$ cat config.mk
export PLATFORM = sky130hd
export DESIGN_NAME = mem_bus_top
export DESIGN_NICKNAME = d
export VERILOG_FILES = /design/src/design/mem_bus_pkg.sv /design/src/design/axi_rw_master.sv /design/src/design/mem_bus_top.sv /design/src/design/mem_port_arbiter.sv
export SDC_FILE = /design/constraint.sdc
export NUM_CORES = 1
export LEC_CHECK = 0
export ABC_CLOCK_PERIOD_IN_PS = 13400
export BUFFER_PORTS_ARGS = -buffer_cell sky130_fd_sc_hd__buf_4
export CORE_AREA = 2 2 220 222
export CTS_CLUSTER_SIZE = 16
export DETAILED_ROUTE_END_ITERATION = 10
export DIE_AREA = 0 0 222 224
export PLACE_DENSITY_LB_ADDON = 0.08
export SLEW_MARGIN = 20
export SYNTH_ARGS = -nofsm -noshare
export SYNTH_HDL_FRONTEND = slang
export SYNTH_HIERARCHICAL = 1
export SYNTH_SLANG_ARGS = --single-unit
$ cat constraint.sdc
create_clock -name clock -period 13.4 [get_ports clock]
set_input_delay 2.68 -clock clock [delete_from_list [all_inputs] [get_ports clock]]
set_output_delay 2.68 -clock clock [all_outputs]
set_load 0.01 [all_outputs]
$ cat src/design/mem_bus_pkg.sv
package mem_bus_pkg;

    localparam int XLEN   = 64;
    localparam int STRB_W = XLEN / 8;
    localparam int ADDR_W = 32;

    localparam logic [1:0] AXI_RESP_OKAY = 2'b00;

    typedef logic [XLEN-1:0]   xlen_t;
    typedef logic [ADDR_W-1:0] addr_t;
    typedef logic [STRB_W-1:0] strb_t;
    typedef logic [2:0]        size_t;  // 0 byte .. 3 doubleword
    typedef logic [1:0]        resp_t;

    // one port request, data and mask right-aligned
    typedef struct packed {
        addr_t addr;
        logic  we;
        size_t size;
        xlen_t wdata;
        strb_t wmask;
    } mem_req_t;

    typedef struct packed {
        xlen_t rdata;       // zero-extended
        logic  err;
    } mem_rsp_t;

    // master side of the bus
    typedef struct packed {
        logic  aw_valid;
        addr_t aw_addr;
        size_t aw_size;
        logic  w_valid;
        xlen_t w_data;
        strb_t w_strb;
        logic  w_last;
        logic  b_ready;
        logic  ar_valid;
        addr_t ar_addr;
        size_t ar_size;
        logic  r_ready;
    } axi_req_t;

    // slave side of the bus
    typedef struct packed {
        logic  aw_ready;
        logic  w_ready;
        logic  b_valid;
        resp_t b_resp;
        logic  ar_ready;
        logic  r_valid;
        xlen_t r_data;
        resp_t r_resp;
    } axi_rsp_t;

    typedef enum logic [1:0] {wr_idle, wr_aw, wr_w, wr_b} rw_state_e;
    typedef enum logic [1:0] {rd_idle, rd_ar, rd_r, rd_done} rd_state_e;
    typedef enum logic {arb_idle, arb_busy} arb_state_e;

endpackage

$ cat src/design/axi_rw_master.sv
`timescale 1ns/100ps

module axi_rw_master (
    input  logic                  clock,
    input  logic                  reset,

    input  logic                  start_i,
    input  mem_bus_pkg::mem_req_t req_i,
    output logic                  done_o,
    output mem_bus_pkg::mem_rsp_t rsp_o,

    output mem_bus_pkg::axi_req_t axi_o,
    input  mem_bus_pkg::axi_rsp_t axi_i
);

    mem_bus_pkg::rw_state_e wr_state_q;
    mem_bus_pkg::rw_state_e wr_state_d;
    mem_bus_pkg::rd_state_e rd_state_q;
    mem_bus_pkg::rd_state_e rd_state_d;

    mem_bus_pkg::mem_req_t req_q;
    mem_bus_pkg::mem_rsp_t rsp_q;
    mem_bus_pkg::addr_t    word_addr;
    mem_bus_pkg::xlen_t    rd_shifted;
    mem_bus_pkg::xlen_t    rd_data;

    logic       wr_done_q;
    logic [5:0] lane_shift;     // bit offset of the addressed byte
    logic       b_hs;
    logic       r_hs;

    // keep the low bytes for the given transfer size
    function automatic mem_bus_pkg::xlen_t size_mask(mem_bus_pkg::size_t size);
        mem_bus_pkg::xlen_t mask;
        case (size)
            3'd0:    mask = mem_bus_pkg::xlen_t'(8'hff);
            3'd1:    mask = mem_bus_pkg::xlen_t'(16'hffff);
            3'd2:    mask = mem_bus_pkg::xlen_t'(32'hffff_ffff);
            default: mask = '1;
        endcase
        return mask;
    endfunction

    // request is held only for the start cycle
    always_ff @(posedge clock) begin
        if (start_i) begin
            req_q <= req_i;
        end
    end

    assign lane_shift = {req_q.addr[2:0], 3'b000};
    assign word_addr  = {req_q.addr[mem_bus_pkg::ADDR_W-1:3], 3'b000};

    assign b_hs = (wr_state_q == mem_bus_pkg::wr_b) && axi_i.b_valid;
    assign r_hs = (rd_state_q == mem_bus_pkg::rd_r) && axi_i.r_valid;

    // write side
    always_comb begin
        wr_state_d = wr_state_q;
        case (wr_state_q)
            mem_bus_pkg::wr_idle: begin
                if (start_i && req_i.we) begin
                    wr_state_d = mem_bus_pkg::wr_aw;
                end
            end
            mem_bus_pkg::wr_aw: begin
                if (axi_i.aw_ready) begin
                    wr_state_d = mem_bus_pkg::wr_w;
                end
            end
            mem_bus_pkg::wr_w: begin
                if (axi_i.w_ready) begin
                    wr_state_d = mem_bus_pkg::wr_b;
                end
            end
            mem_bus_pkg::wr_b: begin
                if (axi_i.b_valid) begin
                    wr_state_d = mem_bus_pkg::wr_idle;
                end
            end
            default: begin
                wr_state_d = mem_bus_pkg::wr_idle;
            end
        endcase
    end

    // read side
    always_comb begin
        rd_state_d = rd_state_q;
        case (rd_state_q)
            mem_bus_pkg::rd_idle: begin
                if (start_i && !req_i.we) begin
                    rd_state_d = mem_bus_pkg::rd_ar;
                end
            end
            mem_bus_pkg::rd_ar: begin
                if (axi_i.ar_ready) begin
                    rd_state_d = mem_bus_pkg::rd_r;
                end
            end
            mem_bus_pkg::rd_r: begin
                if (axi_i.r_valid) begin
                    rd_state_d = mem_bus_pkg::rd_done;
                end
            end
            mem_bus_pkg::rd_done: begin
                rd_state_d = mem_bus_pkg::rd_idle;   // single done cycle
            end
            default: begin
                rd_state_d = mem_bus_pkg::rd_idle;
            end
        endcase
    end

    always_ff @(posedge clock or negedge reset) begin
        if (!reset) begin
            wr_state_q <= mem_bus_pkg::wr_idle;
            rd_state_q <= mem_bus_pkg::rd_idle;
            wr_done_q  <= 1'b0;
        end else begin
            wr_state_q <= wr_state_d;
            rd_state_q <= rd_state_d;
            wr_done_q  <= b_hs;
        end
    end

    // read lane extraction
    assign rd_shifted = axi_i.r_data >> lane_shift;
    assign rd_data    = rd_shifted & size_mask(req_q.size);

    always_ff @(posedge clock) begin
        if (b_hs) begin
            rsp_q.rdata <= '0;
            rsp_q.err   <= (axi_i.b_resp != mem_bus_pkg::AXI_RESP_OKAY);
        end else if (r_hs) begin
            rsp_q.rdata <= rd_data;
            rsp_q.err   <= (axi_i.r_resp != mem_bus_pkg::AXI_RESP_OKAY);
        end
    end

    assign done_o = wr_done_q || (rd_state_q == mem_bus_pkg::rd_done);
    assign rsp_o  = rsp_q;

    // write channels, data and strobes moved into their lanes
    assign axi_o.aw_valid = (wr_state_q == mem_bus_pkg::wr_aw);
    assign axi_o.aw_addr  = word_addr;
    assign axi_o.aw_size  = req_q.size;
    assign axi_o.w_valid  = (wr_state_q == mem_bus_pkg::wr_w);
    assign axi_o.w_data   = req_q.wdata << lane_shift;
    assign axi_o.w_strb   = req_q.wmask << req_q.addr[2:0];
    assign axi_o.w_last   = axi_o.w_valid;     // always one beat
    assign axi_o.b_ready  = (wr_state_q == mem_bus_pkg::wr_b);

    // read channels
    assign axi_o.ar_valid = (rd_state_q == mem_bus_pkg::rd_ar);
    assign axi_o.ar_addr  = word_addr;
    assign axi_o.ar_size  = req_q.size;
    assign axi_o.r_ready  = (rd_state_q == mem_bus_pkg::rd_r);

endmodule

$ cat src/design/mem_bus_top.sv
`timescale 1ns/100ps

module mem_bus_top (
    input  logic                  clock,
    input  logic                  reset,

    // instruction fetch port
    input  logic                  if_req_i,
    input  mem_bus_pkg::mem_req_t if_req_data_i,
    output logic                  if_done_o,
    output mem_bus_pkg::mem_rsp_t if_rsp_o,

    // load/store port
    input  logic                  ls_req_i,
    input  mem_bus_pkg::mem_req_t ls_req_data_i,
    output logic                  ls_done_o,
    output mem_bus_pkg::mem_rsp_t ls_rsp_o,

    // external bus
    output mem_bus_pkg::axi_req_t axi_o,
    input  mem_bus_pkg::axi_rsp_t axi_i
);

    logic                  start;
    logic                  done;
    mem_bus_pkg::mem_req_t req;
    mem_bus_pkg::mem_rsp_t rsp;

    mem_port_arbiter u_arbiter (
        .clock         (clock),
        .reset         (reset),
        .if_req_i      (if_req_i),
        .if_req_data_i (if_req_data_i),
        .if_done_o     (if_done_o),
        .if_rsp_o      (if_rsp_o),
        .ls_req_i      (ls_req_i),
        .ls_req_data_i (ls_req_data_i),
        .ls_done_o     (ls_done_o),
        .ls_rsp_o      (ls_rsp_o),
        .start_o       (start),
        .req_o         (req),
        .done_i        (done),
        .rsp_i         (rsp)
    );

    axi_rw_master u_bridge (
        .clock   (clock),
        .reset   (reset),
        .start_i (start),
        .req_i   (req),
        .done_o  (done),
        .rsp_o   (rsp),
        .axi_o   (axi_o),
        .axi_i   (axi_i)
    );

endmodule

$ cat src/design/mem_port_arbiter.sv
`timescale 1ns/100ps

module mem_port_arbiter (
    input  logic                  clock,
    input  logic                  reset,

    // instruction fetch port
    input  logic                  if_req_i,
    input  mem_bus_pkg::mem_req_t if_req_data_i,
    output logic                  if_done_o,
    output mem_bus_pkg::mem_rsp_t if_rsp_o,

    // load/store port
    input  logic                  ls_req_i,
    input  mem_bus_pkg::mem_req_t ls_req_data_i,
    output logic                  ls_done_o,
    output mem_bus_pkg::mem_rsp_t ls_rsp_o,

    // bridge side
    output logic                  start_o,
    output mem_bus_pkg::mem_req_t req_o,
    input  logic                  done_i,
    input  mem_bus_pkg::mem_rsp_t rsp_i
);

    mem_bus_pkg::arb_state_e state_q;
    mem_bus_pkg::arb_state_e state_d;

    logic grant_q;      // 0 fetch, 1 load/store
    logic last_q;       // port served last
    logic pick;
    logic sel;
    logic any_req;

    assign any_req = if_req_i | ls_req_i;

    // on a tie the port not served last goes first
    always_comb begin
        if (if_req_i && ls_req_i) begin
            pick = ~last_q;
        end else begin
            pick = ls_req_i;
        end
    end

    assign start_o = (state_q == mem_bus_pkg::arb_idle) && any_req;
    assign sel     = (state_q == mem_bus_pkg::arb_idle) ? pick : grant_q;
    assign req_o   = sel ? ls_req_data_i : if_req_data_i;

    always_comb begin
        state_d = state_q;
        case (state_q)
            mem_bus_pkg::arb_idle: begin
                if (any_req) begin
                    state_d = mem_bus_pkg::arb_busy;
                end
            end
            mem_bus_pkg::arb_busy: begin
                if (done_i) begin
                    state_d = mem_bus_pkg::arb_idle;
                end
            end
            default: begin
                state_d = mem_bus_pkg::arb_idle;
            end
        endcase
    end

    always_ff @(posedge clock or negedge reset) begin
        if (!reset) begin
            state_q <= mem_bus_pkg::arb_idle;
            grant_q <= 1'b0;
            last_q  <= 1'b1;        // fetch wins the first tie
        end else begin
            state_q <= state_d;
            if (start_o) begin
                grant_q <= pick;
                last_q  <= pick;
            end
        end
    end

    // only the granted port sees the done pulse
    assign if_done_o = (state_q == mem_bus_pkg::arb_busy) && done_i && !grant_q;
    assign ls_done_o = (state_q == mem_bus_pkg::arb_busy) && done_i && grant_q;

    assign if_rsp_o = rsp_i;
    assign ls_rsp_o = rsp_i;

endmodule

=== Yosys cells after proc, flatten, opt, wreduce, memory -nomap -nowiden ===
Cells that the tools add are included.

* Eq/ne operators: 15
* Shifts and indexed selects: 3
* Multiplexer cells: 18
* Bitwise gates (word level): 4
* Reduce and logical (&&, ||, !) cells: 20

{| class="wikitable"
|+ Operators by type and width
! cell !! count
|-
| 64-bit one-hot mux with 3 select lines || 1
|-
| 108-bit 2-to-1 mux || 1
|-
| 64-bit bitwise AND || 1
|-
| 64-bit by 6-bit left shift with 64-bit output || 1
|-
| 64-bit by 6-bit >> shifter with 64-bit output || 1
|-
| 2-bit one-hot mux with 4 select lines || 2
|-
| 2-bit 2-to-1 mux || 7
|-
| 2-bit by 1-bit inequality test with 1-bit output (second input constant) || 7
|-
| 1-bit logical AND || 9
|-
| 2-bit == test (second input constant) || 4
|-
| 8-bit by 3-bit left shift with 8-bit output || 1
|-
| 1-bit 2-to-1 mux || 6
|-
| 2-bit nonzero test || 3
|-
| 2-bit by 1-bit == test with 1-bit output (second input constant) || 2
|-
| 2-bit zero test || 2
|-
| 4-bit AND reduction || 1
|-
| 3-bit by 1-bit == test with 1-bit output (second input constant) || 1
|-
| 3-bit by 2-bit == test with 1-bit output (second input constant) || 1
|-
| 3-bit zero test || 1
|-
| 3-bit AND reduction || 1
|-
| 1-bit zero test || 2
|-
| 1-bit NOT || 2
|-
| 1-bit one-hot mux with 2 select lines || 1
|-
| 1-bit logical OR || 1
|-
| 1-bit bitwise OR || 1
|}

* Register bits: 180
* Bits of input ports: 293
* Output and inout port bits: 280
* Word-level logic and storage cells: 72

=== Longest topological paths before layout ===
* Word-level depth: 8
* Gate-level depth with buffers: 8
* Depth with buffers taken out: 7

=== Cells and area by module ===
The synthesis kept the hierarchy.

{| class="wikitable"
|+ Modules (own cells, without submodules)
! module !! instances !! cells an instance !! area an instance (um2) !! seq. area each (um2)
|-
| axi_rw_master || 1 || 867 || 9346.5 || 4649.5
|-
| mem_port_arbiter || 1 || 264 || 2417.3 || 76.3
|}

=== Worst setup path before layout ===
Ideal clock, no wire load.

* Path kind: input to register
* Start: in ls_req_i
* End: reg u_bridge.wr_state_q[0]
* Setup time: 0.083 ns
* Data arrival time: 8.351 ns
* Required time: 13.317 ns
* Path slack: 4.966 ns
* Stages: 6
* Buffers on the path: 0
* Cell sequence: nor2_1 > nor2_1 > nand2_1 > a2111oi_0 > o21ai_1 > o21ai_0

* Elaborated cells between the ends (all ways): 9
* Those cells by class: 1 x eq/ne; 3 x mux; 1 x bitwise; 4 x reduce/logical

{| class="wikitable"
|+ RTL lines
! element !! RTL line !! text
|-
| start, declared || mem_bus_top.sv:14 || <nowiki>input logic ls_req_i,</nowiki>
|-
| 1-bit bitwise OR || mem_port_arbiter.sv:35 || <nowiki>assign any_req = if_req_i | ls_req_i;</nowiki>
|-
| 1-bit logical AND || mem_port_arbiter.sv:46 || <nowiki>assign start_o = (state_q == mem_bus_pkg::arb_idle) && any_req;</nowiki>
|-
| via start || mem_bus_top.sv:24 || <nowiki>logic start;</nowiki>
|-
| 1-bit logical AND || axi_rw_master.sv:62 || <nowiki>if (start_i && req_i.we) begin</nowiki>
|-
| 2-bit by 1-bit inequality test with 1-bit output (no source line) || -- ||
|-
| 4-bit AND reduction (no source line) || -- ||
|-
| end signal, assigned || axi_rw_master.sv:117 || <nowiki>wr_state_q <= mem_bus_pkg::wr_idle;</nowiki>
|-
| end signal, assigned || axi_rw_master.sv:121 || <nowiki>wr_state_q <= wr_state_d;</nowiki>
|-
| end, declared || axi_rw_master.sv:16 || <nowiki>mem_bus_pkg::rw_state_e wr_state_q;</nowiki>
|}

The timed path passes the listed nets, and every way through them passes these cells.
A chain may end at the register's enable or synchronous reset.

==> flow_summary.yaml <==
finish:
  multi_input_area_um2: 5161
  nFillCells: 4833
  regArea_um2: 4726
  num-nets-final: 1764
  layout.cells.non_filler: 2091
  syn2layout_area_growth_pct: 32.96
  drive_gt1_share_pct: 49.93
floorplan:
  io_pins: 573
  die_w_um: 222
  core_area_um2: 47350
  die_h_um: 224
  dieArea_um2: 49730
  start_util_pct: 24.85
  row_count: 80
synth:
  synth_top_area_share_pct: 27.57
  synth.most_common_cell: "buf_4"
  ys_seq_elements: 180
  ys_seq_area_share_pct: 40.17
  ys_top_cells_by_area: "edfxtp_1 28%, buf_4 14%, dfxtp_1 11%"
  syn-cell-area_um2: 11760
  yosysWarnings: 6
  syn_avg_cell_area_um2: 10.40
  async_reset_ff_share_pct: 4.444
  ys.flop_type: "edfxtp_1"
  synth_edf_count: 108
  synth_cells: 1131
  yosysTopAreaCell: "edfxtp_1"
  ys_top_cells_by_count: "212 x buf_4, 125 x mux2i_1, 113 x mux2_2, 108 x edfxtp_1, 82 x nor2_1"
  yosysUniqueCellTypes: 45
route:
  vias: 9615
  first_iter_violations: 489
  drc: 0
  wl_per_cell_um: 23.96
  ant_nets: 0
  vias_per_cell: 4.598
  wl_mm: 50.11
  drtPass1Iterations: 6
sta:
  finClkSkew_ns: 0.007718
  finalHoldViolCount: 0
  worst_pin_slew_ns: 1.058
  finalSetupTns_ns: 0
  fmax_mhz: 172.4
  fin_crit_sh_pct: 43.28
  period_needed_ns: 5.799
  maxSlewViolCount: 0
  setup_viol: 0
  rsz0062_at_grt: "no"
  max_slew_margin_pct: 29.09
pwr:
  cellPowerDensity_nw_per_um2: 188.9
  leakage_nw: 6.929
  total_power_mw: 2.954
  peakVddDrop_mv: 0.07693
clock_network:
  clk_pin_slew_worst_paths_ns: 0.08
  cts-hold-fix-buffers: 0
  cts_tree: "built"
  cts_resized: 0
  cts_buffers: 17
  cts.path.max_buffers: 2
  h-tree-depth: 4
  post_cts_buffers: 0
  clock_latency_ns: 0.50
  cts.sink_count: 180
  cts_root_buffer: "clkbuf_16"
worst_setup_path:
  slowest_stage: "buf_4"
  cp.required_ns: 10.72
  crit_arrival_ns: 3.12
  critical_path.startpoint_type: "register"
  cp-end-kind: "output pin"
  critical_path_class: "register to output pin"
  worst_path_largest_cell_delay_ns: 0.83
  timing.critical_path.cells: "buf_4 -> buf_4 -> mux2i_1 -> nor2_1 -> a21oi_1 -> mux2i_1 -> buf_4"
  critPathMaxFanout: 59
  r2r-start: "u_bridge/lane_shift[3]"
  startpoint: "u_bridge/lane_shift[4]"
  critPathMostFrequentCell: "buf_4"
  crit_family: "buffers and inverters"
  path_buf_inv: 3
flow_run:
  maxCapViolations: 0
global_route:
  grt_max_degree: 93
  first_global_vias: 10036
  antenna_found_initial: 2
  grt_first_pass_wirelength_mm: 70.17
  grt_usage_pct: 19.81
  overflow: 0
placed_design:
  post-place-cells: 2057
  gp_congestion: 0.8303
  dp.final_hpwl_mm: 38.70
  numPortBuffers: 566
outcome:
  outcome: "finished clean"
worst_hold_path:
  holdCritPathClass: "register to register"
  hold_start: "u_bridge/rsp_o[50]"
-- path summary, 6_finish.rpt --
path / slack (ns) / endpoint / depth (start not counted)
min: 0.49 / u_bridge/rsp_o[50] / 2
min in group asynchronous: 1.99 / u_arbiter/grant_q / 1
max reg2reg: 10.17 / u_bridge/rsp_o[59] / 4
min reg2reg: 0.49 / u_bridge/rsp_o[50] / 2
max: 7.60 / axi_o[46] / 7
max in group asynchronous: 11.19 / u_arbiter/last_q / 1
-- logic make-up after synthesis --
logic type | share of synthesized area, %
simple gates | 7.084
compound gates | 10.88
other cells | 0.03188
fa+ha+maj | 1.064
flops | 40.17
buf+inv | 16.35
mux | 24.42
-- tightest hold or removal path, stage by stage, from the launching register on --
cell	delay [ns]
dfxtp_1	0.33
nand2_1	0.06
o21ai_1	0.05
-- layout make-up --
cell class	count	share of cell area [%]
inverter	8	0.1920
clock buffer	18	2.744
sequential	180	30.21
timing repair buffer	579	27.79
antenna	2	0.03200
clock inverter	14	1.112
tap	615	4.920
multi-input combinational	675	33.00
-- layout by cell type (no fill, tap or decap), types with 6 or more instances in the layout --
cell       synthesis  routed
nor2_1            82      79
dfxtp_1           64      64
clkbuf_16          0      17
o22ai_1           17      17
conb_1             1       6
mux2_2           113     113
a21oi_1           33      33
mux2i_1          125     125
nand2_1           59      59
dfrtp_1            7       7
buf_4            212     579
a221oi_1           8       8
o21ai_1           57      57
o211ai_1          17      17
ha_1              10      10
inv_1              6       6
a22o_1            33      33
a32oi_1            8       8
edfxtp_1         108     108
mux2_1            31      31
nor2b_1            8       7
o21ai_0           18      18
and2_1            10      10
nand3_1           17      17
-- state kept, by name (all words and copies together) (netlist names) --
register,cells
u_arbiter/grant_q,1
u_arbiter/last_q,1
u_arbiter/state_q,1
u_bridge/axi_o,32
u_bridge/lane_shift,3
u_bridge/rd_state_q,2
u_bridge/req_q,72
u_bridge/rsp_o,65
u_bridge/wr_done_q,1
u_bridge/wr_state_q,2
-- layer usage --
| layer | share of wire, % | up-vias | global-route usage [%] |
|---|---|---|---|
| li1 | - | 4540 | - |
| met1 | 39 | 4639 | 22.33 |
| met2 | 51 | 382 | 35.39 |
| met3 | 7.4 | 50 | 6.322 |
| met4 | 2.2 | 4 | 6.430 |
| met5 | 0.060 | - | 0 |
-- power breakdown --
group          total, mW  internal [mW]  switching (mW)
clock              0.553          0.295           0.258
combinational       1.47          0.701           0.767
sequential         0.933          0.792           0.142
-- metrics by stage --
| step | hold WS (ns) | util [%] | setup slack (ns) | cell area (um2) |
|---|---|---|---|---|
| 2_1_floorplan | 0.4393 | - | 4.966 | 11780 |
| 3_3_place_gp | 0.4795 | 31.75 | 8.023 | 15030 |
| 3_5_place_dp | 0.4828 | 31.75 | 8.030 | 15030 |
| 4_1_cts | 0.4931 | 33.03 | 7.461 | 15640 |
| 5_1_grt | 0.5302 | 33.03 | 7.289 | 15640 |
| 6_report | 0.4866 | 33.04 | 7.601 | 15640 |
Note: power is estimated with default switching activity, not from simulation.
